**src/logic/rv_core_pkg.sv**
```systemverilog
package rv_core_pkg;

    // ********************************************************************
    // widths and reset values
    // ********************************************************************
    localparam int XLEN      = 64;
    localparam int ILEN      = 32;
    localparam int REG_IDX_W = 5;
    localparam int NUM_REGS  = 32;

    localparam logic [XLEN-1:0] PC_RESET = 64'h0000_0000_8000_0000;
    localparam logic [XLEN-1:0] PC_STEP  = 64'd4;

    // ********************************************************************
    // instruction encodings
    // ********************************************************************
    localparam logic [6:0] OPC_OP     = 7'b0110011;
    localparam logic [6:0] OPC_OP_IMM = 7'b0010011;
    localparam logic [6:0] OPC_LUI    = 7'b0110111;

    // shared by the immediate and register groups
    localparam logic [2:0] F3_ADD = 3'b000;
    localparam logic [2:0] F3_SLT = 3'b010;
    localparam logic [2:0] F3_XOR = 3'b100;
    localparam logic [2:0] F3_OR  = 3'b110;
    localparam logic [2:0] F3_AND = 3'b111;

    localparam logic [6:0] F7_SUB = 7'b0100000;

    // addi x0, x0, 0
    localparam logic [ILEN-1:0] NOP_WORD = 32'h0000_0013;

    // ********************************************************************
    // alu codes
    // ********************************************************************
    localparam int ALU_OP_W = 3;

    localparam logic [ALU_OP_W-1:0] ALU_ADD  = 3'd0;
    localparam logic [ALU_OP_W-1:0] ALU_SUB  = 3'd1;
    localparam logic [ALU_OP_W-1:0] ALU_SLT  = 3'd2;
    localparam logic [ALU_OP_W-1:0] ALU_XOR  = 3'd3;
    localparam logic [ALU_OP_W-1:0] ALU_OR   = 3'd4;
    localparam logic [ALU_OP_W-1:0] ALU_AND  = 3'd5;
    // result is operand 2, used by lui
    localparam logic [ALU_OP_W-1:0] ALU_PASS = 3'd6;

    // one instruction word, three views
    typedef union packed {
        struct packed {
            logic [6:0] funct7;
            logic [4:0] rs2;
            logic [4:0] rs1;
            logic [2:0] funct3;
            logic [4:0] rd;
            logic [6:0] opcode;
        } r_fmt;
        struct packed {
            logic [11:0] imm12;
            logic [4:0]  rs1;
            logic [2:0]  funct3;
            logic [4:0]  rd;
            logic [6:0]  opcode;
        } i_fmt;
        struct packed {
            logic [19:0] imm20;
            logic [4:0]  rd;
            logic [6:0]  opcode;
        } u_fmt;
    } inst_u;

endpackage

```
**src/logic/exec_req_if.sv**
```systemverilog
interface exec_req_if import rv_core_pkg::*; ();

    // one decoded operation per cycle, no handshake
    logic                 valid;
    logic [ALU_OP_W-1:0]  alu_op;
    logic [XLEN-1:0]      op1;
    logic [XLEN-1:0]      op2;
    logic [REG_IDX_W-1:0] rd;
    logic                 reg_we;

    // decode side
    modport src (
        output valid, alu_op, op1, op2, rd, reg_we
    );

    // execute side
    modport dst (
        input valid, alu_op, op1, op2, rd, reg_we
    );

endinterface

```
**src/logic/execute_stage.sv**
```systemverilog
module execute_stage import rv_core_pkg::*; (
    input  logic                 clk,
    input  logic                 rst_n,
    exec_req_if.dst              req,
    output logic                 ex_fwd_en_o,
    output logic [REG_IDX_W-1:0] ex_fwd_addr_o,
    output logic [XLEN-1:0]      ex_fwd_data_o,
    output logic                 wb_en_o,
    output logic [REG_IDX_W-1:0] wb_addr_o,
    output logic [XLEN-1:0]      wb_data_o
);

    logic [XLEN-1:0] alu_res;

    // ********************************************************************
    // alu
    // ********************************************************************
    always_comb begin
        case (req.alu_op)
            ALU_ADD:  alu_res = req.op1 + req.op2;
            ALU_SUB:  alu_res = req.op1 - req.op2;
            // signed compare, result 0 or 1
            ALU_SLT:  alu_res = {{(XLEN-1){1'b0}}, $signed(req.op1) < $signed(req.op2)};
            ALU_XOR:  alu_res = req.op1 ^ req.op2;
            ALU_OR:   alu_res = req.op1 | req.op2;
            ALU_AND:  alu_res = req.op1 & req.op2;
            ALU_PASS: alu_res = req.op2;
            default:  alu_res = '0;
        endcase
    end

    // in-flight result back to decode
    assign ex_fwd_en_o   = req.valid && req.reg_we;
    assign ex_fwd_addr_o = req.rd;
    assign ex_fwd_data_o = alu_res;

    // execute/writeback register
    always_ff @(posedge clk) begin
        if (rst_n) begin
            wb_en_o <= 1'b0;
        end else begin
            wb_en_o <= ex_fwd_en_o;
        end
    end

    always_ff @(posedge clk) begin
        wb_addr_o <= req.rd;
        wb_data_o <= alu_res;
    end

endmodule

```
**src/flat_wrapper.sv**
```systemverilog
// flat-port wrapper written by rule: the top's interface ports become plain ports
module execute_stage_flat import rv_core_pkg::*;
  (clk, rst_n, ex_fwd_en_o, ex_fwd_addr_o, ex_fwd_data_o, wb_en_o, wb_addr_o, wb_data_o, req_valid, req_alu_op, req_op1, req_op2, req_rd, req_reg_we);
  exec_req_if req_i ();
  input  logic clk;
  input  logic rst_n;
  output logic ex_fwd_en_o;
  output logic [REG_IDX_W-1:0] ex_fwd_addr_o;
  output logic [XLEN-1:0] ex_fwd_data_o;
  output logic wb_en_o;
  output logic [REG_IDX_W-1:0] wb_addr_o;
  output logic [XLEN-1:0] wb_data_o;
  input wire logic [$bits(req_i.valid)-1:0] req_valid;
  input wire logic [$bits(req_i.alu_op)-1:0] req_alu_op;
  input wire logic [$bits(req_i.op1)-1:0] req_op1;
  input wire logic [$bits(req_i.op2)-1:0] req_op2;
  input wire logic [$bits(req_i.rd)-1:0] req_rd;
  input wire logic [$bits(req_i.reg_we)-1:0] req_reg_we;
  assign req_i.valid = req_valid;
  assign req_i.alu_op = req_alu_op;
  assign req_i.op1 = req_op1;
  assign req_i.op2 = req_op2;
  assign req_i.rd = req_rd;
  assign req_i.reg_we = req_reg_we;
  execute_stage u_core (.clk(clk), .rst_n(rst_n), .req(req_i), .ex_fwd_en_o(ex_fwd_en_o), .ex_fwd_addr_o(ex_fwd_addr_o), .ex_fwd_data_o(ex_fwd_data_o), .wb_en_o(wb_en_o), .wb_addr_o(wb_addr_o), .wb_data_o(wb_data_o));
endmodule
```
**config.mk**
```make
export PLATFORM = sky130hd
export DESIGN_NAME = execute_stage_flat
export DESIGN_NICKNAME = d
export VERILOG_FILES = /design/src/logic/rv_core_pkg.sv /design/src/logic/exec_req_if.sv /design/src/logic/execute_stage.sv /design/src/flat_wrapper.sv
export SDC_FILE = /design/constraint.sdc
export NUM_CORES = 1
export LEC_CHECK = 0
export BUFFER_PORTS_ARGS = -buffer_cell sky130_fd_sc_hd__buf_2
export CAP_MARGIN = 20
export CORE_ASPECT_RATIO = 2
export CORE_MARGIN = 2
export CORE_UTILIZATION = 63
export DETAILED_ROUTE_END_ITERATION = 12
export GPL_TIMING_DRIVEN = 0
export MAX_ROUTING_LAYER = met4
export PLACE_DENSITY = 0.95
export SYNTH_ARGS = -nofsm -noshare
export SYNTH_HDL_FRONTEND = slang
export SYNTH_SLANG_ARGS = --single-unit
```
**constraint.sdc**
```tcl
create_clock -name clk -period 8.69 [get_ports clk]
set_input_delay 0.4345 -clock clk [delete_from_list [all_inputs] [get_ports clk]]
set_output_delay 0.4345 -clock clk [all_outputs]
set_load 0.05 [all_outputs]
```
==> flow_metrics.env, run 1 <==
export IMPL_row_count=76
export IMPL_synthesis_area_sq_um=13900
export IMPL_synth_seq_cells=70
export IMPL_fp_dieH_microns=214
export IMPL_h_tree_depth=3
export IMPL_ctsRootBufferMaster="clkbuf_16"
export IMPL_gp_congestion=1.31
export IMPL_dp_hpwl_microns=49300
export IMPL_yosys_area_share_adder=0.183
export IMPL_synth_area_per_cell_sq_um=6.82
export IMPL_grt_pass1_vias=19400
export IMPL_outcome="did not finish"
export IMPL_ys_async_sr_fraction=0
export IMPL_ios=280
export IMPL_portBuffers=278
export IMPL_dp_cells=2584
export IMPL_synth_top_family_by_area="compound AO/OA/AOI/OAI gates"
export IMPL_post_cts_setup_buffers=0
export IMPL_clk_path_buf_depth=2
export IMPL_ys_warn_count=0
export IMPL_synth_xor_area_frac=0.0253
export IMPL_postCtsHoldBufs=0
export IMPL_grt_util_all_layers=0.644
export IMPL_die_w_microns=109
export IMPL_cts_buffers=9
export IMPL_gr_total_overflow=15
export IMPL_ys_flop_type="dfxtp_1"
export IMPL_synthSimpleGateAreaFrac=0.199
export IMPL_muxShareOfSynthArea=0.0372
export IMPL_grt_first_pass_wirelength_microns=111000
export IMPL_grt_max_degree=12
export IMPL_synth_edf_count=0
export IMPL_syn_inst=2033
export IMPL_ys_seq_area_frac=0.101
export IMPL_synth_compound_area_frac=0.352
export IMPL_dp_slack_ns=3.87
export IMPL_first_error="[ERROR GRT-0116] Global routing finished with congestion. Check the congestion regions in the DRC Viewer."
export IMPL_synth_cell_type_count=92
export IMPL_cts_sinks=70
export IMPL_start_util=0.643
export IMPL_synthesis_nets=2375
export IMPL_cts_resized=0
export IMPL_haltStage="5_1_grt"
[logic make-up after synthesis]
kind of cell / Yosys count
mux: 50
compound gates: 725
buf+inv: 367
xor+xnor: 40
simple gates: 579
flops: 70
fa+ha+maj: 202
[through the flow]
stage / hold WS, ns / instance area [sq um]
floorplan: 0.462 / 13900
global placement: 0.550 / 15600
detailed placement: 0.553 / 15600
CTS: 0.159 / 15900
[layer usage]
layer  GRT overflow  global-route usage
met4              8               0.630
met3              0               0.447
met1              0               0.610
met5              -                   -
met2              7               0.830
[synth_stat cells, drive strengths merged, types with 10 or more instances]
library cell	count	area share
a211o	15	0.0095
a211oi	22	0.012
a21boi	10	0.0057
a21o	35	0.019
a21oi	202	0.073
a221oi	16	0.011
a22oi	45	0.024
a31oi	27	0.013
and2	18	0.0081
buf	32	0.012
clkbuf	98	0.027
dfxtp	70	0.10
ha	200	0.18
inv	237	0.064
mux2i	46	0.033
nand2	174	0.047
nand2b	24	0.011
nand3	43	0.016
nand4	23	0.010
nor2	146	0.040
nor2b	23	0.010
nor3	43	0.016
nor4	38	0.018
o2111ai	10	0.0063
o211ai	32	0.018
o21a	14	0.0076
o21ai	129	0.047
o21bai	27	0.015
o22ai	14	0.0063
o31ai	24	0.013
or3	14	0.0063
xnor2	36	0.023
==> run 2, diff against run 1 <==
- CORE_ASPECT_RATIO: 2 -> unset
- CORE_UTILIZATION: 63 -> 40
- MAX_ROUTING_LAYER: met4 -> unset
- PLACE_DENSITY: 0.95 -> unset
- PLACE_DENSITY_LB_ADDON: unset -> 0.15
==> flow_metrics.env, run 2 <==
export IMPL_reg_largest_list="u_core.wb_data_o x64, u_core.wb_addr_o x5, u_core.wb_en_o x1"
export IMPL_cts_buffers=9
export IMPL_dp_hpwl_microns=54600
export IMPL_final_common_cell="buf_2"
export IMPL_die_w_microns=190
export IMPL_rsz0062_at_grt="false"
export IMPL_synth_edf_count=0
export IMPL_nFillCells=3718
export IMPL_crit_type="in2out"
export IMPL_power_leakage_nw=7.69
export IMPL_cp_startpoint="req_alu_op[0]"
export IMPL_dieArea_sq_um=36200
export IMPL_routedWlPerCell_microns=24.9
export IMPL_grt_max_degree=14
export IMPL_area_growth_synth_to_final_pct=16.7
export IMPL_drive_above_1_share=0.149
export IMPL_cp_max_fo=10
export IMPL_tightestPinTransition_ns=1.22
export IMPL_syn_inst=2033
export IMPL_h_tree_depth=3
export IMPL_cts_tree="yes"
export IMPL_period_share=0.639
export IMPL_synthesis_area_sq_um=13900
export IMPL_ios=280
export IMPL_p_per_area_nw_per_um2=135
export IMPL_yosys_area_top_type="ha_1"
export IMPL_cp_required_ns=8.26
export IMPL_dpl_instance_area_sq_um=15900
export IMPL_dp_cells=2768
export IMPL_finalWorstSetupSlack_ns=3.13
export IMPL_synth_area_per_cell_sq_um=6.82
export IMPL_via_per_inst=6.26
export IMPL_critPathCaptureType="primary output"
export IMPL_max_cap_viol_count=0
export IMPL_grt_first_pass_wirelength_microns=101000
export IMPL_fin_total_pwr_mw=2.19
export IMPL_max_slew_margin_rel=0.189
export IMPL_ys_top_cells_by_count="inv_1 (236), a21oi_1 (201), ha_1 (200)"
export IMPL_final_cell_mix="buf_2 (289), inv_1 (236), a21oi_1 (201)"
export IMPL_synthTopCellsByArea="ha_1 (18%), dfxtp_1 (10%), a21oi_1 (7.3%), inv_1 (6.4%), nand2_1 (4.7%)"
export IMPL_synth_top_area_share=0.180
export IMPL_ys_seq_area_frac=0.101
export IMPL_multiInputGateArea_sq_um=11100
export IMPL_largest_reg_flops=64
export IMPL_synth_cell_type_count=92
export IMPL_timing_hold_ws_ns=0.169
export IMPL_dr_pass1_iters=8
export IMPL_grt_util_all_layers=0.374
export IMPL_fin_util=0.471
export IMPL_start_util=0.404
export IMPL_cts_resized=0
export IMPL_ys_warn_count=0
export IMPL_synth_most_common_cell="inv_1"
export IMPL_hold_viol=0
export IMPL_row_count=68
export IMPL_cp_arrival_ns=5.12
export IMPL_dp_slack_ns=3.28
export IMPL_fin_cells=2786
export IMPL_ys_async_sr_fraction=0
export IMPL_min_period_ns=5.56
export IMPL_core_sq_um=34400
export IMPL_ctsRootBufferMaster="clkbuf_16"
export IMPL_hold_start="req_rd[2]"
export IMPL_outcome="completed"
export IMPL_post_cts_setup_buffers=0
export IMPL_final_cell_area_sq_um=16200
export IMPL_postCtsHoldBufs=0
export IMPL_synthesis_nets=2375
export IMPL_ant_nets=0
export IMPL_startpoint_type="input pin"
export IMPL_synth_seq_cells=70
export IMPL_grt_pass1_vias=16200
export IMPL_gp_congestion=1.06
export IMPL_max_flop_register="u_core.wb_data_o"
export IMPL_nNetsFinal=2667
export IMPL_portBuffers=278
export IMPL_worst_hold_path_type="in2reg"
export IMPL_gr_total_overflow=0
export IMPL_cts_sinks=70
export IMPL_setup_viol=0
export IMPL_wl_microns=69400
export IMPL_clk_pin_slew_ns=0.06
export IMPL_peakVddDrop_v=0.000112
export IMPL_slew_violations=0
export IMPL_clk_path_buf_depth=2
export IMPL_antenna_found_initial=0
export IMPL_drtIter0Drc=2060
export IMPL_totalNegativeSetupSlack_ns=0
export IMPL_route_detailed_drc=0
export IMPL_seqCellArea_sq_um=1400
export IMPL_via_count=17400
export IMPL_fp_dieH_microns=190
export IMPL_fmax_mhz=180
export IMPL_ys_flop_type="dfxtp_1"
-- run 2: cell counts after synthesis --
Identical to the previous run, type by type.
-- run 2: layout make-up --
class / instances / area share
Antenna cell: 1 / 0.000155
Inverter: 237 / 0.0550
Timing Repair Buffer: 281 / 0.0893
Buffer: 130 / 0.0328
Clock inverter: 7 / 0.00448
Tap cell: 455 / 0.0352
Multi-Input combinational cell: 1596 / 0.683
Clock buffer: 9 / 0.0139
Sequential cell: 70 / 0.0866
-- run 2: path summary, 6_finish.rpt --
| check | end | slack [ns] | depth (start not counted) |
|---|---|---|---|
| max | ex_fwd_data_o[26] | 3.13 | 9 |
| min | u_core.wb_addr_o[2] | 0.17 | 1 |
-- run 2: power breakdown --
part	total (mW)	internal, mW	switching [mW]	leakage (nW)
clock network	0.407	0.223	0.184	0.142
registers	0.374	0.365	0.00862	0.589
logic	1.41	0.382	1.02	6.96
-- run 2: worst max-delay path, cell delays in order --
cell and delay [ns]:
buf_2 0.08, clkbuf_1 0.37, buf_1 0.48, clkbuf_1 0.86
clkbuf_1 0.97, clkbuf_1 0.74, a31oi_1 0.17, a22oi_1 0.60
buf_2 0.38
-- run 2: metal layers --
| layer | part of all wire | global-route usage | vias to the layer above |
|---|---|---|---|
| met1 | 0.41 | 0.490 | 8160 |
| li1 | - | - | 7909 |
| met4 | 0.057 | 0.198 | 0 |
| met5 | 0 | 0 | - |
| met2 | 0.43 | 0.576 | 1148 |
| met3 | 0.10 | 0.0769 | 216 |
-- run 2: cells by family (layout without fill, tap and decap cells) --
| group | count (synthesis) | after routing | share of synthesized area |
|---|---|---|---|
| DFF | 70 | 70 | 0.101 |
| muxes | 50 | 50 | 0.0372 |
| and+or+nand+nor | 579 | 579 | 0.199 |
| adders and majority gates | 202 | 202 | 0.183 |
| other | 0 | 1 | 0 |
| AOI/OAI and AO/OA | 725 | 725 | 0.352 |
| buffers and inverters | 367 | 664 | 0.102 |
| xor gates and xnor gates | 40 | 40 | 0.0253 |
Power figures use the tool's default switching activity.
==> run 3, diff against run 2 <==
- clock period: 8.69 -> 4.51 ns (I/O delays scaled with it)
==> flow_metrics.env, run 3 (synthesis gave the netlist of run 2 again) <==
export IMPL_max_cap_viol_count=0
export IMPL_clk_path_buf_depth=2
export IMPL_gr_total_overflow=0
export IMPL_finalWorstSetupSlack_ns=0.0733
export IMPL_cp_max_fo=10
export IMPL_largest_reg_flops=64
export IMPL_antenna_found_initial=0
export IMPL_portBuffers=278
export IMPL_slowest_stage="clkbuf_1"
export IMPL_p_per_area_nw_per_um2=258
export IMPL_dp_hpwl_microns=54600
export IMPL_wl_microns=69800
export IMPL_peakVddDrop_v=0.000219
export IMPL_crit_type="in2out"
export IMPL_grt_util_all_layers=0.374
export IMPL_fin_cells=2794
export IMPL_final_cell_area_sq_um=16400
export IMPL_cp_arrival_ns=4.21
export IMPL_drtIter0Drc=2102
export IMPL_hold_end="u_core.wb_en_o"
export IMPL_tightestPinTransition_ns=1.23
export IMPL_fin_util=0.477
export IMPL_fin_total_pwr_mw=4.24
export IMPL_cts_buffers=9
export IMPL_dpl_instance_area_sq_um=15900
export IMPL_startpoint_type="input pin"
export IMPL_max_flop_register="u_core.wb_data_o"
export IMPL_cp_required_ns=4.28
export IMPL_cp_cell_sequence="buf_2, clkbuf_1, buf_1, clkbuf_2, clkbuf_2, clkbuf_1, a31oi_1, a22oi_1, buf_2"
export IMPL_seqCellArea_sq_um=1400
export IMPL_ctsRootBufferMaster="clkbuf_16"
export IMPL_totalNegativeSetupSlack_ns=0
export IMPL_area_growth_synth_to_final_pct=18.3
export IMPL_power_leakage_nw=7.81
export IMPL_nNetsFinal=2675
export IMPL_outcome="completed"
export IMPL_gp_congestion=1.06
export IMPL_fp_dieH_microns=190
export IMPL_final_cell_mix="buf_2 (288), inv_1 (236), a21oi_1 (200), ha_1 (200), nand2_1 (173)"
export IMPL_reg_largest_list="u_core.wb_data_o x64, u_core.wb_addr_o x5, u_core.wb_en_o x1"
export IMPL_dr_pass1_iters=7
export IMPL_dp_slack_ns=-0.481
export IMPL_slew_violations=0
export IMPL_final_common_cell="buf_2"
export IMPL_dp_cells=2768
export IMPL_die_w_microns=190
export IMPL_fmax_mhz=225
export IMPL_route_detailed_drc=0
export IMPL_drive_above_1_share=0.159
export IMPL_dieArea_sq_um=36200
export IMPL_critPathCaptureType="primary output"
export IMPL_grt_first_pass_wirelength_microns=102000
export IMPL_ios=280
export IMPL_period_share=0.984
export IMPL_min_period_ns=4.44
export IMPL_core_sq_um=34400
export IMPL_setup_viol=0
export IMPL_timing_hold_ws_ns=0.196
export IMPL_critical_path_max_stage_delay_ns=0.76
export IMPL_via_count=17500
export IMPL_rsz0062_at_grt="true"
export IMPL_max_slew_margin_rel=0.180
export IMPL_hold_depth=3
export IMPL_hold_viol=0
export IMPL_nFillCells=3696
export IMPL_h_tree_depth=3
export IMPL_clk_pin_slew_ns=0.06
export IMPL_row_count=68
export IMPL_hold_start="req_reg_we"
export IMPL_start_util=0.404
export IMPL_cts_sinks=70
export IMPL_grt_max_degree=14
export IMPL_multiInputGateArea_sq_um=11200
export IMPL_cts_tree="yes"
export IMPL_via_per_inst=6.26
export IMPL_routedWlPerCell_microns=25.0
export IMPL_ant_nets=0
export IMPL_grt_pass1_vias=16300
export IMPL_worst_hold_path_type="in2reg"
==> run 3: cell types whose count changed in the layout (fill, tap and decap cells not counted), sizes merged <==
cell / before / now
clkbuf: 107 / 108
clkdlybuf4s15: 0 / 1
dlygate4sd3: 0 / 6
==> run 3: final cells by class <==
class	count	share of cell area
multi-input combinational	1596	0.681
timing repair buffer	289	0.0928
sequential	70	0.0854
inverter	237	0.0542
tap	455	0.0347
buffer	130	0.0335
clock buffer	9	0.0137
clock inverter	7	0.00442
antenna	1	0.000152
==> run 3: worst max-delay path by stage <==
| stage | startpoint | end |
|---|---|---|
| 3_5_place_dp | req_alu_op[0] | ex_fwd_data_o[26] |
| 3_3_place_gp | req_alu_op[0] | ex_fwd_data_o[26] |
| 2_1_floorplan | req_op1[0] | ex_fwd_data_o[60] |
| 6_report | req_alu_op[0] | ex_fwd_data_o[26] |
| 4_1_cts | req_op2[8] | ex_fwd_data_o[51] |
| 5_1_grt | req_op2[29] | ex_fwd_data_o[46] |
==> run 3: power by group <==
group	internal, mW	leakage, nW	switching, mW
Clock	0.430	0.142	0.347
Sequential	0.704	0.589	0.0166
Combinational	0.753	7.08	1.99
==> run 3: critical path: cells and delay by family <==
kind,cells,cell delay [ns]
buffers and inverters,7,3.18
AO/OA/AOI/OAI,2,0.77
==> run 3: layer usage <==
layer | share of wire | track usage | routed length (microns) | vias up
li1 | - | - | - | 7927
met1 | 0.41 | 0.490 | 28500 | 8166
met2 | 0.43 | 0.577 | 29700 | 1164
met3 | 0.11 | 0.0762 | 7340 | 245
met4 | 0.059 | 0.200 | 4150 | 0
met5 | 0 | 0 | 0 | -
==> run 3: what timing repair did <==
item	4_1_cts	5_1_grt
endpoints found under the hold margin	6	0
pin swaps	1	1
setup buffers	1	1
cloned	0	0
endpoints found under the setup margin	16	17
hold buffers	6	0
resized for setup	10	28
