**src/logic/rv_core_pkg.sv**
```systemverilog
package rv_core_pkg;

    // ********************************************************************
    // widths and reset values
    // ********************************************************************
    localparam int XLEN      = 64;
    localparam int ILEN      = 32;
    localparam int REG_IDX_W = 5;
    localparam int NUM_REGS  = 32;

    localparam logic [XLEN-1:0] PC_RESET = 64'h0000_0000_8000_0000;
    localparam logic [XLEN-1:0] PC_STEP  = 64'd4;

    // ********************************************************************
    // instruction encodings
    // ********************************************************************
    localparam logic [6:0] OPC_OP     = 7'b0110011;
    localparam logic [6:0] OPC_OP_IMM = 7'b0010011;
    localparam logic [6:0] OPC_LUI    = 7'b0110111;

    // shared by the immediate and register groups
    localparam logic [2:0] F3_ADD = 3'b000;
    localparam logic [2:0] F3_SLT = 3'b010;
    localparam logic [2:0] F3_XOR = 3'b100;
    localparam logic [2:0] F3_OR  = 3'b110;
    localparam logic [2:0] F3_AND = 3'b111;

    localparam logic [6:0] F7_SUB = 7'b0100000;

    // addi x0, x0, 0
    localparam logic [ILEN-1:0] NOP_WORD = 32'h0000_0013;

    // ********************************************************************
    // alu codes
    // ********************************************************************
    localparam int ALU_OP_W = 3;

    localparam logic [ALU_OP_W-1:0] ALU_ADD  = 3'd0;
    localparam logic [ALU_OP_W-1:0] ALU_SUB  = 3'd1;
    localparam logic [ALU_OP_W-1:0] ALU_SLT  = 3'd2;
    localparam logic [ALU_OP_W-1:0] ALU_XOR  = 3'd3;
    localparam logic [ALU_OP_W-1:0] ALU_OR   = 3'd4;
    localparam logic [ALU_OP_W-1:0] ALU_AND  = 3'd5;
    // result is operand 2, used by lui
    localparam logic [ALU_OP_W-1:0] ALU_PASS = 3'd6;

    // one instruction word, three views
    typedef union packed {
        struct packed {
            logic [6:0] funct7;
            logic [4:0] rs2;
            logic [4:0] rs1;
            logic [2:0] funct3;
            logic [4:0] rd;
            logic [6:0] opcode;
        } r_fmt;
        struct packed {
            logic [11:0] imm12;
            logic [4:0]  rs1;
            logic [2:0]  funct3;
            logic [4:0]  rd;
            logic [6:0]  opcode;
        } i_fmt;
        struct packed {
            logic [19:0] imm20;
            logic [4:0]  rd;
            logic [6:0]  opcode;
        } u_fmt;
    } inst_u;

endpackage

```
**src/logic/fetch_stage.sv**
```systemverilog
module fetch_stage import rv_core_pkg::*; (
    input  logic            clk,
    input  logic            rst_n,
    input  logic [ILEN-1:0] inst_i,
    output logic [XLEN-1:0] pc_o,
    output logic            fd_valid_o,
    output logic [XLEN-1:0] fd_pc_o,
    output inst_u           fd_inst_o
);

    logic [XLEN-1:0] pc;

    // no branches, pc only steps forward
    always_ff @(posedge clk) begin
        if (rst_n) begin
            pc         <= PC_RESET;
            fd_valid_o <= 1'b0;
        end else begin
            pc         <= pc + PC_STEP;
            fd_valid_o <= 1'b1;
        end
    end

    // ********************************************************************
    // fetch/decode register
    // ********************************************************************
    always_ff @(posedge clk) begin
        if (rst_n) begin
            fd_pc_o   <= PC_RESET;
            fd_inst_o <= NOP_WORD;
        end else begin
            // memory answers in the same cycle
            fd_pc_o   <= pc;
            fd_inst_o <= inst_i;
        end
    end

    assign pc_o = pc;

endmodule

```
**config.mk**
```make
export PLATFORM = sky130hd
export DESIGN_NAME = fetch_stage
export DESIGN_NICKNAME = d
export VERILOG_FILES = /design/src/logic/rv_core_pkg.sv /design/src/logic/fetch_stage.sv
export SDC_FILE = /design/constraint.sdc
export NUM_CORES = 1
export LEC_CHECK = 0
export ABC_CLOCK_PERIOD_IN_PS = 3020
export BUFFER_PORTS_ARGS = -buffer_cell sky130_fd_sc_hd__buf_2
export CAP_MARGIN = 15
export CORE_UTILIZATION = 51
export CTS_BUF_LIST = sky130_fd_sc_hd__clkbuf_4
export DETAILED_ROUTE_END_ITERATION = 8
export PLACE_DENSITY = 0.87
export SYNTH_ARGS = -nofsm -noshare
export SYNTH_HDL_FRONTEND = slang
export SYNTH_SLANG_ARGS = --single-unit
```
**constraint.sdc**
```tcl
create_clock -name clk -period 3.02 [get_ports clk]
set_input_delay 0.906 -clock clk [delete_from_list [all_inputs] [get_ports clk]]
set_output_delay 0.906 -clock clk [all_outputs]
set_load 0.05 [all_outputs]
```
==> summary.txt, run 1 <==
Worst setup path
  • Crit-path max FO: 7
  • CP Cell Sequence: ha_1 > nand4_1 > nor2_1 > nand4_1 > or4_1 > a21oi_1
  • Crit-path most repeated cell: nand4_1
  • WP buf/inv: 0
  • Critical path required time: 3.48 ns
  • WP data arrival: 2.92 ns
  • CP Class: reg2reg
  • CP delay by family, top: simple AND/OR/NAND/NOR gates
  • Reg2reg setup slack: 0.55 ns
  • Critical path's largest stage delay: 0.57 ns
  • Worst Setup Start Kind: register
  • Slowest CP cell: or4_1
  • Crit. End Element: register

Logic synthesis
  • Largest area contributor in the netlist: dfxtp_1
  • Synthesized area per cell: 9.80 sq um
  • Post-Syn Instances: 564
  • Syn. warnings: 0
  • Seq/Total Area, Yosys: 56.9%
  • Netlist cell types: 37
  • Number of flops mapped to enable cells by yosys: 0
  • Area contributors post-synth: dfxtp_1 (57%), nor2b_1 (9.5%), nor2_1 (3.3%)
  • Synth cell count leaders: dfxtp_1 (157), nor2b_1 (84), nor2_1 (49)
  • Synth async-reset ratio: 0%
  • Most common cell in the netlist: dfxtp_1
  • Yosys top cell area share: 56.9%
  • Post-synth design cell area: 0.00553 sq mm
  • Most used DFF post-synth: dfxtp_1
  • Post-synthesis register bit count: 157

Run status
  • Status: finished, final reports clean

Timing
  • Final setup viols: 0
  • Tmin final: 2.47 ns
  • Unrepaired setup endpoints after global routing: false
  • Fmax: 0.405 GHz
  • Worst slew margin: 54.6%
  • Part of the cycle the worst path needs: 81.7%
  • Setup total negative slack: 0 ns
  • Tightest Pin Transition: 0.674 ns
  • Final WS setup: 0.552 ns
  • Final Skew: 0.0178 ns
  • Max Slew Vio Count: 0
  • Final Hold Fails: 0
  • Hold slack: 0.513 ns

CTS
  • Clock Root Buffer: clkbuf_4
  • Post-cts resize count: 0
  • Number of buffers created by CTS: 17
  • Worst skew pair latency: 0.53 ns
  • Maximum buffer depth of the clock tree: 2
  • H-tree depth: 4
  • Clock sinks: 157
  • CTS tree: built
  • Post-CTS setup buffer count: 0
  • CTS Hold Bufs: 0
  • Clk slew on worst S/H paths: 0.11 ns

GRT
  • Largest net degree at the start of global routing: 67
  • Gr ovfl total: 0
  • Total track usage: 22.7%
  • Vias in the first global route: 4361
  • First-pass GRT wire length: 20.2 mm
  • Initial antenna violation count: 0

Detailed routing
  • DR WL/cell: 14.2 um
  • Routed Antenna Nets: 0
  • Via count: 4771
  • Drt drc: 0
  • Pre-antenna DRT Iters: 7
  • First DRT Iteration DRCs: 299
  • Vias per std cell: 5.26
  • Routed Wire Length: 12.9 mm

Die
  • Site row count: 37
  • Ports: 195
  • Initial Utilization: 53.1%
  • X dimension of the die: 106 um
  • DIE HEIGHT: 106 um
  • Core area: 0.0104 sq mm
  • Die area: 0.0113 sq mm

Job
  • Max cap viols: 0

Layout
  • # diodes: 0
  • Nets: 793
  • Synth-to-layout area growth: 24.5%
  • Layout cells sized above 1: 31.0%

Placement
  • Worst slack, placed: 0.639 ns
  • Routability cong.: 0.914
  • Placed wire-length estimate: 9.55 mm
  • I/O Buffers: 190

Pwr
  • Tot Pwr: 3.51 mW
  • PwrDens: 510 mW/mm^2
  • Worst vdd ir: 325 uV
  • Static leakage: 2.98 nW

Min path
  • Hold Path Class: reg2reg
==> metrics by stage <==
stage | instances | cell area, sq um | utilization, %
2_1_floorplan | 567 | 5540 | -
3_3_place_gp | 875 | 6610 | 63.5
3_5_place_dp | 875 | 6610 | 63.5
4_1_cts | 907 | 6880 | 66.1
5_1_grt | 907 | 6880 | 66.1
6_report | 907 | 6880 | 66.1
==> final cells by class <==
| type | instances | area, sq um |
|---|---|---|
| multi-input combinational | 376 | 2250 |
| inverter | 10 | 37.5 |
| fill | 869 | 3540 |
| sequential | 157 | 3140 |
| clock buffer | 19 | 143 |
| clock inverter | 13 | 125 |
| timing repair buffer | 196 | 1010 |
| tap | 136 | 170 |
==> kinds of logic after synthesis <==
kind of cell	Yosys count	share of synthesized area [%]
and+or+nand+nor	284	29.5
adders and majority gates	1	0.226
buffers and inverters	34	2.60
muxes	1	0.204
other	1	0.0679
AOI/OAI and AO/OA	54	5.50
xor gates and xnor gates	32	5.07
DFF	157	56.9
==> final timing paths <==
path,startpoint,endpoint,cells after the start
worst max-delay path,pc_o[2]$_SDFF_PP0_,pc_o[62]$_SDFF_PP0_,6
worst min-delay path,pc_o[63]$_SDFF_PP0_,fd_pc_o[63]$_SDFF_PP0_,1
worst max register to register,pc_o[2]$_SDFF_PP0_,pc_o[62]$_SDFF_PP0_,6
worst min register to register,pc_o[63]$_SDFF_PP0_,fd_pc_o[63]$_SDFF_PP0_,1
==> worst register-to-register path, delay by kind of cell, from the launching register on <==
| family | cells | cell delay, ns |
|---|---|---|
| AO/OA/AOI/OAI | 1 | 0.15 |
| adder cells (fa/ha/maj) | 1 | 0.26 |
| flip-flops | 1 | 0.46 |
| AND/OR/NAND/NOR | 4 | 1.54 |
==> per-layer routing <==
| metal | vias to the layer above | global-route usage (%) | share of wire, % |
|---|---|---|---|
| met1 | 2178 | 26.7 | 41 |
| met5 | - | 0 | 0 |
| li1 | 2329 | - | - |
| met3 | 36 | 6.01 | 7.2 |
| met4 | 0 | 10.9 | 2.3 |
| met2 | 228 | 38.5 | 49 |
==> layout by cell type, fill, tap and decap left out, types with 13 or more instances in the layout <==
| master | n |
|---|---|
| nor3_1 | 13 |
| nand4_1 | 21 |
| buf_2 | 189 |
| nor2_1 | 49 |
| or3_1 | 14 |
| nand3_1 | 27 |
| nand2_1 | 26 |
| nor2b_1 | 84 |
| xnor2_1 | 19 |
| dfxtp_1 | 157 |
| a21oi_1 | 26 |
| o21ai_0 | 16 |
| xor2_1 | 13 |
| clkbuf_4 | 19 |
| or4_1 | 16 |
==> sequential cells by signal, summed over array words and instances (netlist names) <==
signal      count
pc_o           62
fd_inst_o      32
fd_valid_o      1
fd_pc_o        62
==> report_power, final <==
part	total (mW)	internal (mW)	switching (mW)	leakage (nW)
Clock	1.18	0.497	0.680	0.137
Sequential	2.11	2.10	0.0114	1.27
Combinational	0.221	0.0544	0.167	1.57
Total	3.51	2.65	0.858	2.98
Note: power is estimated with default switching activity, not from simulation.
==> run 2, diff against run 1 <==
ABC_AREA = 1   (was unset)
ABC_CLOCK_PERIOD_IN_PS = 2410   (was 3020)
CORE_UTILIZATION = 53   (was 51)
PLACE_DENSITY = 0.89   (was 0.87)
clock period = 2.41 ns   (was 3.02 ns; I/O delays follow)
==> run 2 against run 1 <==
  * Die area rose by 7.5%
  * Non-clock buffer count fell by 4
  * Synthesized cell count rose by 58%
  * Cell count rose by 37%
  * Total power rose by 39%
  * Combinational power rose by 35%
  * Largest cell class unchanged
  * Routed wire length rose by 26%
  * Via count rose by 24%
  * Largest power group unchanged
  * Clock-buffer cell count did not move
  * Critical path type is now reg2out
==> summary.txt, run 2 <==
CTS
  • Maximum buffer depth of the clock tree: 2
  • Post-CTS setup buffer count: 0
  • Clock Root Buffer: clkbuf_4
  • Clock sinks: 157
  • Post-cts resize count: 0
  • CTS tree: built
  • CTS Hold Bufs: 0
  • Clk slew on worst S/H paths: 0.13 ns
  • Number of buffers created by CTS: 17
  • H-tree depth: 4
  • Worst skew pair latency: 0.55 ns

Timing
  • Worst slew margin: 65.6%
  • Unrepaired setup endpoints after global routing: false
  • Final Hold Fails: 0
  • Max Slew Vio Count: 0
  • Setup total negative slack: 0 ns
  • Tmin final: 2.14 ns
  • Final setup viols: 0
  • Part of the cycle the worst path needs: 88.6%
  • Final Skew: 0.0185 ns
  • Hold slack: 0.356 ns
  • Tightest Pin Transition: 0.516 ns
  • Fmax: 0.468 GHz

Detailed routing
  • First DRT Iteration DRCs: 430
  • Drt drc: 0
  • Vias per std cell: 4.78
  • Routed Wire Length: 16.2 mm
  • Routed Antenna Nets: 0
  • Pre-antenna DRT Iters: 6
  • DR WL/cell: 13.1 um
  • Via count: 5927

Logic synthesis
  • Area contributors post-synth: dfxtp_1 (51%), nor2_1 (14%), nand2_1 (12%)
  • Yosys top cell area share: 50.8%
  • Netlist cell types: 27
  • Post-Syn Instances: 893
  • Synthesized area per cell: 6.92 sq um
  • Seq/Total Area, Yosys: 50.8%
  • Most common cell in the netlist: nor2_1
  • Post-synthesis register bit count: 157
  • Most used DFF post-synth: dfxtp_1
  • Synth async-reset ratio: 0%
  • Syn. warnings: 0
  • Number of flops mapped to enable cells by yosys: 0
  • Synth cell count leaders: nor2_1 (238), nand2_1 (198), dfxtp_1 (157)
  • Largest area contributor in the netlist: dfxtp_1
  • Post-synth design cell area: 0.00618 sq mm

Worst setup path
  • WP buf/inv: 1
  • Critical path required time: 1.69 ns
  • WP data arrival: 1.41 ns
  • CP Class: reg2out
  • Worst Setup Start Kind: register
  • CP delay by family, top: flip-flops
  • CP Cell Sequence: buf_2
  • Crit. End Element: output port
  • Critical path's largest stage delay: 0.53 ns
  • Slowest CP cell: dfxtp_1
  • Crit-path max FO: 6

Pwr
  • Worst vdd ir: 657 uV
  • PwrDens: 640 mW/mm^2
  • Static leakage: 3.77 nW

Layout
  • Fillers: 998
  • FF+latch area: 0.00314 sq mm
  • Fin cells: 1241
  • Multi-input gate area: 0.00238 sq mm
  • Synth-to-layout area growth: 23.3%
  • Most common cell after layout, fill and taps aside: nor2_1
  • # diodes: 0
  • Most frequent cells in the layout: nor2_1 (238), nand2_1 (198), buf_2 (189), dfxtp_1 (157), inv_1 (151)
  • Nets: 1121
  • Layout cells sized above 1: 23.0%

Run status
  • Status: finished, final reports clean

Placement
  • I/O Buffers: 190
  • Placed wire-length estimate: 12.2 mm
  • Placed Cells: 1210
  • Routability cong.: 0.945

GRT
  • Vias in the first global route: 5316
  • Gr ovfl total: 0
  • Total track usage: 27.9%
  • Initial antenna violation count: 0
  • First-pass GRT wire length: 25.4 mm
  • Largest net degree at the start of global routing: 106

Die
  • Initial Utilization: 54.4%
  • Site row count: 39
  • Ports: 195
  • DIE HEIGHT: 110 um
  • Core area: 0.0114 sq mm
  • X dimension of the die: 110 um
  • Die area: 0.0121 sq mm

Min path
  • Hold Path Class: in2reg

Job
  • Max cap viols: 0
[run 2: cell types whose count changed after synthesis, moves of 14 or more]
cell     change
nand4_1     -17
inv_1      +141
or4_1       -16
or3_1       -14
nor2_1     +189
xnor2_1     -19
nor2b_1     -84
o21ai_0     +14
nand2_1    +172
[run 2: worst reg2reg max path: cells and delay by family (launching register included)]
| family | cells | cell delay, ns |
|---|---|---|
| AND/OR/NAND/NOR | 8 | 0.97 |
| buffers and inverters | 1 | 0.10 |
| adder cells (fa/ha/maj) | 1 | 0.21 |
| flip-flops | 1 | 0.43 |
[run 2: final timing paths]
check             slack [ns]  depth (start not counted)                 from                       to
setup reg to reg        0.61                         10   pc_o[3]$_SDFF_PP0_      pc_o[44]$_SDFF_PP0_
setup / recovery        0.27                          1  pc_o[30]$_SDFF_PP0_                 pc_o[30]
hold / removal          0.36                          2            inst_i[4]  fd_inst_o[4]$_SDFF_PP1_
hold reg to reg         0.48                          2   pc_o[6]$_SDFF_PP0_    fd_pc_o[6]$_SDFF_PP0_
[run 2: final cells by class]
type / instances / area share, %
well taps: 143 / 2.35
repair buffers: 192 / 12.9
flip-flops and latches: 157 / 41.2
inverters: 154 / 7.58
clock inverters: 12 / 2.87
clock buffers: 19 / 1.87
multi-input cells: 564 / 31.2
[run 2: per-layer routing]
layer | GRT usage [%] | share of wire [%] | wire length [um]
met1 | 34.5 | 43 | 6930
met2 | 44.5 | 46 | 7420
met3 | 8.23 | 8.2 | 1330
met4 | 13.6 | 3.5 | 563
met5 | 0 | 0 | 0
[run 2: power by group]
part,internal (mW),leakage (nW),switching (mW),total [mW]
sequential,2.63,1.27,0.0127,2.64
clock,1.05,0.190,0.890,1.94
combinational,0.0709,2.30,0.228,0.299
total,3.75,3.77,1.13,4.88
[run 2: stage by stage]
stage               worst slack (ns)  instance area [sq um]  power [mW]  utilization, %
finish                         0.274                   7620        4.88            67.0
global route                   0.209                   7620        5.05            67.0
CTS                            0.252                   7620        4.90            67.0
detailed placement             0.645                   7260        3.00            63.9
global placement               0.656                   7260        3.00            63.9
floorplan                      0.472                   6190        2.93               -
[run 2: kinds of logic (layout without fill, tap and decap cells)]
family,after synthesis,count (layout),share of synthesized area (%)
fa+ha+maj,1,1,0.202
buf+inv,175,377,10.9
simple gates,492,492,32.6
compound gates,67,67,5.48
flops,157,157,50.8
other cells,1,4,0.0606
==> run 3, diff against run 2 <==
ABC_AREA = unset   (was 1)
CORE_UTILIZATION = 51   (was 53)
PLACE_DENSITY = 0.87   (was 0.89)
==> run 3 against run 2 <==
  * Utilization increased by 0.49 points
  * Register-to-register slack got worse by 0.47 ns
  * Clock skew decreased by 0.0042 ns
  * Setup slack got worse by 0.13 ns
  * Clock-buffer cell count down 1
  * Cell count decreased by 25%
  * Total power shrank 13%
  * Design area down 7.7%
  * Routed wire length fell by 13%
  * Critical path type is now reg2reg
  * Critical endpoint is now pc_o[22]$_SDFF_PP0_
  * Largest power group unchanged
  * Highest routed layer unchanged
==> summary.txt, run 3 (synthesis gave the netlist of run 1 again) <==
GRT
  • First-pass GRT wire length: 22.4 mm
  • Gr ovfl total: 0
  • Total track usage: 25.5%
  • Vias in the first global route: 4640
  • Initial antenna violation count: 1
  • Largest net degree at the start of global routing: 65

CTS
  • Worst skew pair latency: 0.54 ns
  • CTS tree: built
  • Clock sinks: 157
  • Number of buffers created by CTS: 17
  • H-tree depth: 4
  • Clock Root Buffer: clkbuf_4
  • Maximum buffer depth of the clock tree: 2
  • CTS Hold Bufs: 0
  • Clk slew on worst S/H paths: 0.11 ns

Min path
  • Worst hold endpoint: fd_inst_o[4]$_SDFF_PP1_
  • Hold path cells: 2
  • Min-delay src: inst_i[4]
  • Hold Path Class: in2reg

Worst setup path
  • Slowest CP cell: or4_1
  • CP delay by family, top: simple AND/OR/NAND/NOR gates
  • Reg-to-Reg End: pc_o[22]$_SDFF_PP0_
  • Crit-path max FO: 7
  • Worst R2R Start: pc_o[2]$_SDFF_PP0_
  • CP Cell Sequence: ha_1 > nand4_1 > or4_1 > nor4_2 > xnor2_1 > nor2_1
  • Critical path's largest stage delay: 0.70 ns
  • CP Class: reg2reg
  • Critical path origin: pc_o[2]$_SDFF_PP0_
  • WP buf/inv: 0
  • Reg2reg setup slack: 0.14 ns
  • Critical path required time: 2.82 ns
  • WP data arrival: 2.68 ns
  • Worst reg-to-reg path cell count: 6
  • Crit. End Element: register
  • Worst Setup Start Kind: register

Timing
  • Tmin final: 2.27 ns
  • Tightest Pin Transition: 0.640 ns
  • Max Slew Vio Count: 0
  • Final WS setup: 0.141 ns
  • Final setup viols: 0
  • Worst slew margin: 57.3%
  • Final Skew: 0.0143 ns
  • Fmax: 0.441 GHz
  • Final Hold Fails: 0
  • Part of the cycle the worst path needs: 94.2%
  • Unrepaired setup endpoints after global routing: true

Run status
  • Status: finished, final reports clean

Layout
  • Multi-input gate area: 0.00226 sq mm
  • Fin cells: 931
  • Final Util: 67.5%
  • Synth-to-layout area growth: 27.3%
  • Nets: 818
  • FF+latch area: 0.00316 sq mm
  • Most common cell after layout, fill and taps aside: buf_2
  • Layout cells sized above 1: 34.3%
  • Fillers: 850
  • Design area: 0.00703 sq mm
  • Most frequent cells in the layout: buf_2 (189), dfxtp_1 (146), nor2b_1 (84), nor2_1 (48), buf_4 (32)

Pwr
  • Worst vdd ir: 430 uV
  • Tot Pwr: 4.22 mW
  • PwrDens: 600 mW/mm^2
  • Static leakage: 3.09 nW

Detailed routing
  • Routed Antenna Nets: 0
  • DR WL/cell: 15.2 um
  • Routed Wire Length: 14.1 mm
  • Pre-antenna DRT Iters: 5
  • First DRT Iteration DRCs: 291
  • Vias per std cell: 5.33
  • Drt drc: 0
  • Via count: 4960

Placement
  • Placed Area: 0.00678 sq mm
  • Worst slack, placed: 0.146 ns
  • I/O Buffers: 190
  • Placed wire-length estimate: 10.5 mm
  • Placed Cells: 897
  • Routability cong.: 0.921

Die
  • Ports: 195
  • Site row count: 37
  • X dimension of the die: 106 um
  • Initial Utilization: 53.1%
  • Die area: 0.0113 sq mm
  • DIE HEIGHT: 106 um
  • Core area: 0.0104 sq mm

Job
  • Max cap viols: 0
## run 3: worst max-delay path by stage
stage	to	slack (ns)	cells after the start
2_1_floorplan	pc_o[62]$_SDFF_PP0_	0.03	6
3_3_place_gp	pc_o[63]$_SDFF_PP0_	0.31	5
3_5_place_dp	pc_o[22]$_SDFF_PP0_	0.15	6
4_1_cts	pc_o[22]$_SDFF_PP0_	0.13	6
5_1_grt	pc_o[22]$_SDFF_PP0_	-0.04	6
6_report	pc_o[22]$_SDFF_PP0_	0.14	6
## run 3: layer usage
layer | vias up | part of all wire, % | GRT usage (%)
li1 | 2378 | - | -
met1 | 2328 | 41 | 30.2
met2 | 234 | 50 | 43.5
met3 | 20 | 6.9 | 5.95
met4 | 0 | 1.7 | 12.2
met5 | - | 0 | 0
## run 3: where the power goes
group          total (mW)  leakage [nW]  internal, mW  switching, mW
clock                1.30         0.116         0.482          0.816
combinational       0.280          1.69        0.0682          0.212
sequential           2.64          1.28          2.63         0.0148
## run 3: stage by stage
step	hold WS (ns)	TNS (ns)
CTS	0.307	0
detailed placement	0.502	0
global placement	0.472	0
floorplan	0.596	0
global route	0.317	-0.0649
finish	0.362	0
## run 3: layout make-up
cell class              count  area share (%)
flip-flops and latches    157            44.9
multi-input cells         376            32.2
repair buffers            221            16.9
well taps                 136            2.42
clock buffers              18            1.92
clock inverters            12            1.16
inverters                  10           0.534
diodes                      1          0.0356
## run 3: repair_timing
action                                  in CTS  in global routing
gates resized for setup                      0                  3
endpoints found under the setup margin       0                  6
setup buffers                                0                  3
endpoints found under the hold margin        0                  0
## run 3: worst reg2reg max path: stages (launching register included)
cell and delay, ns:
dfxtp_1 0.46, ha_1 0.26, nand4_1 0.22, or4_1 0.70, nor4_2 0.27, xnor2_1 0.17, nor2_1 0.05
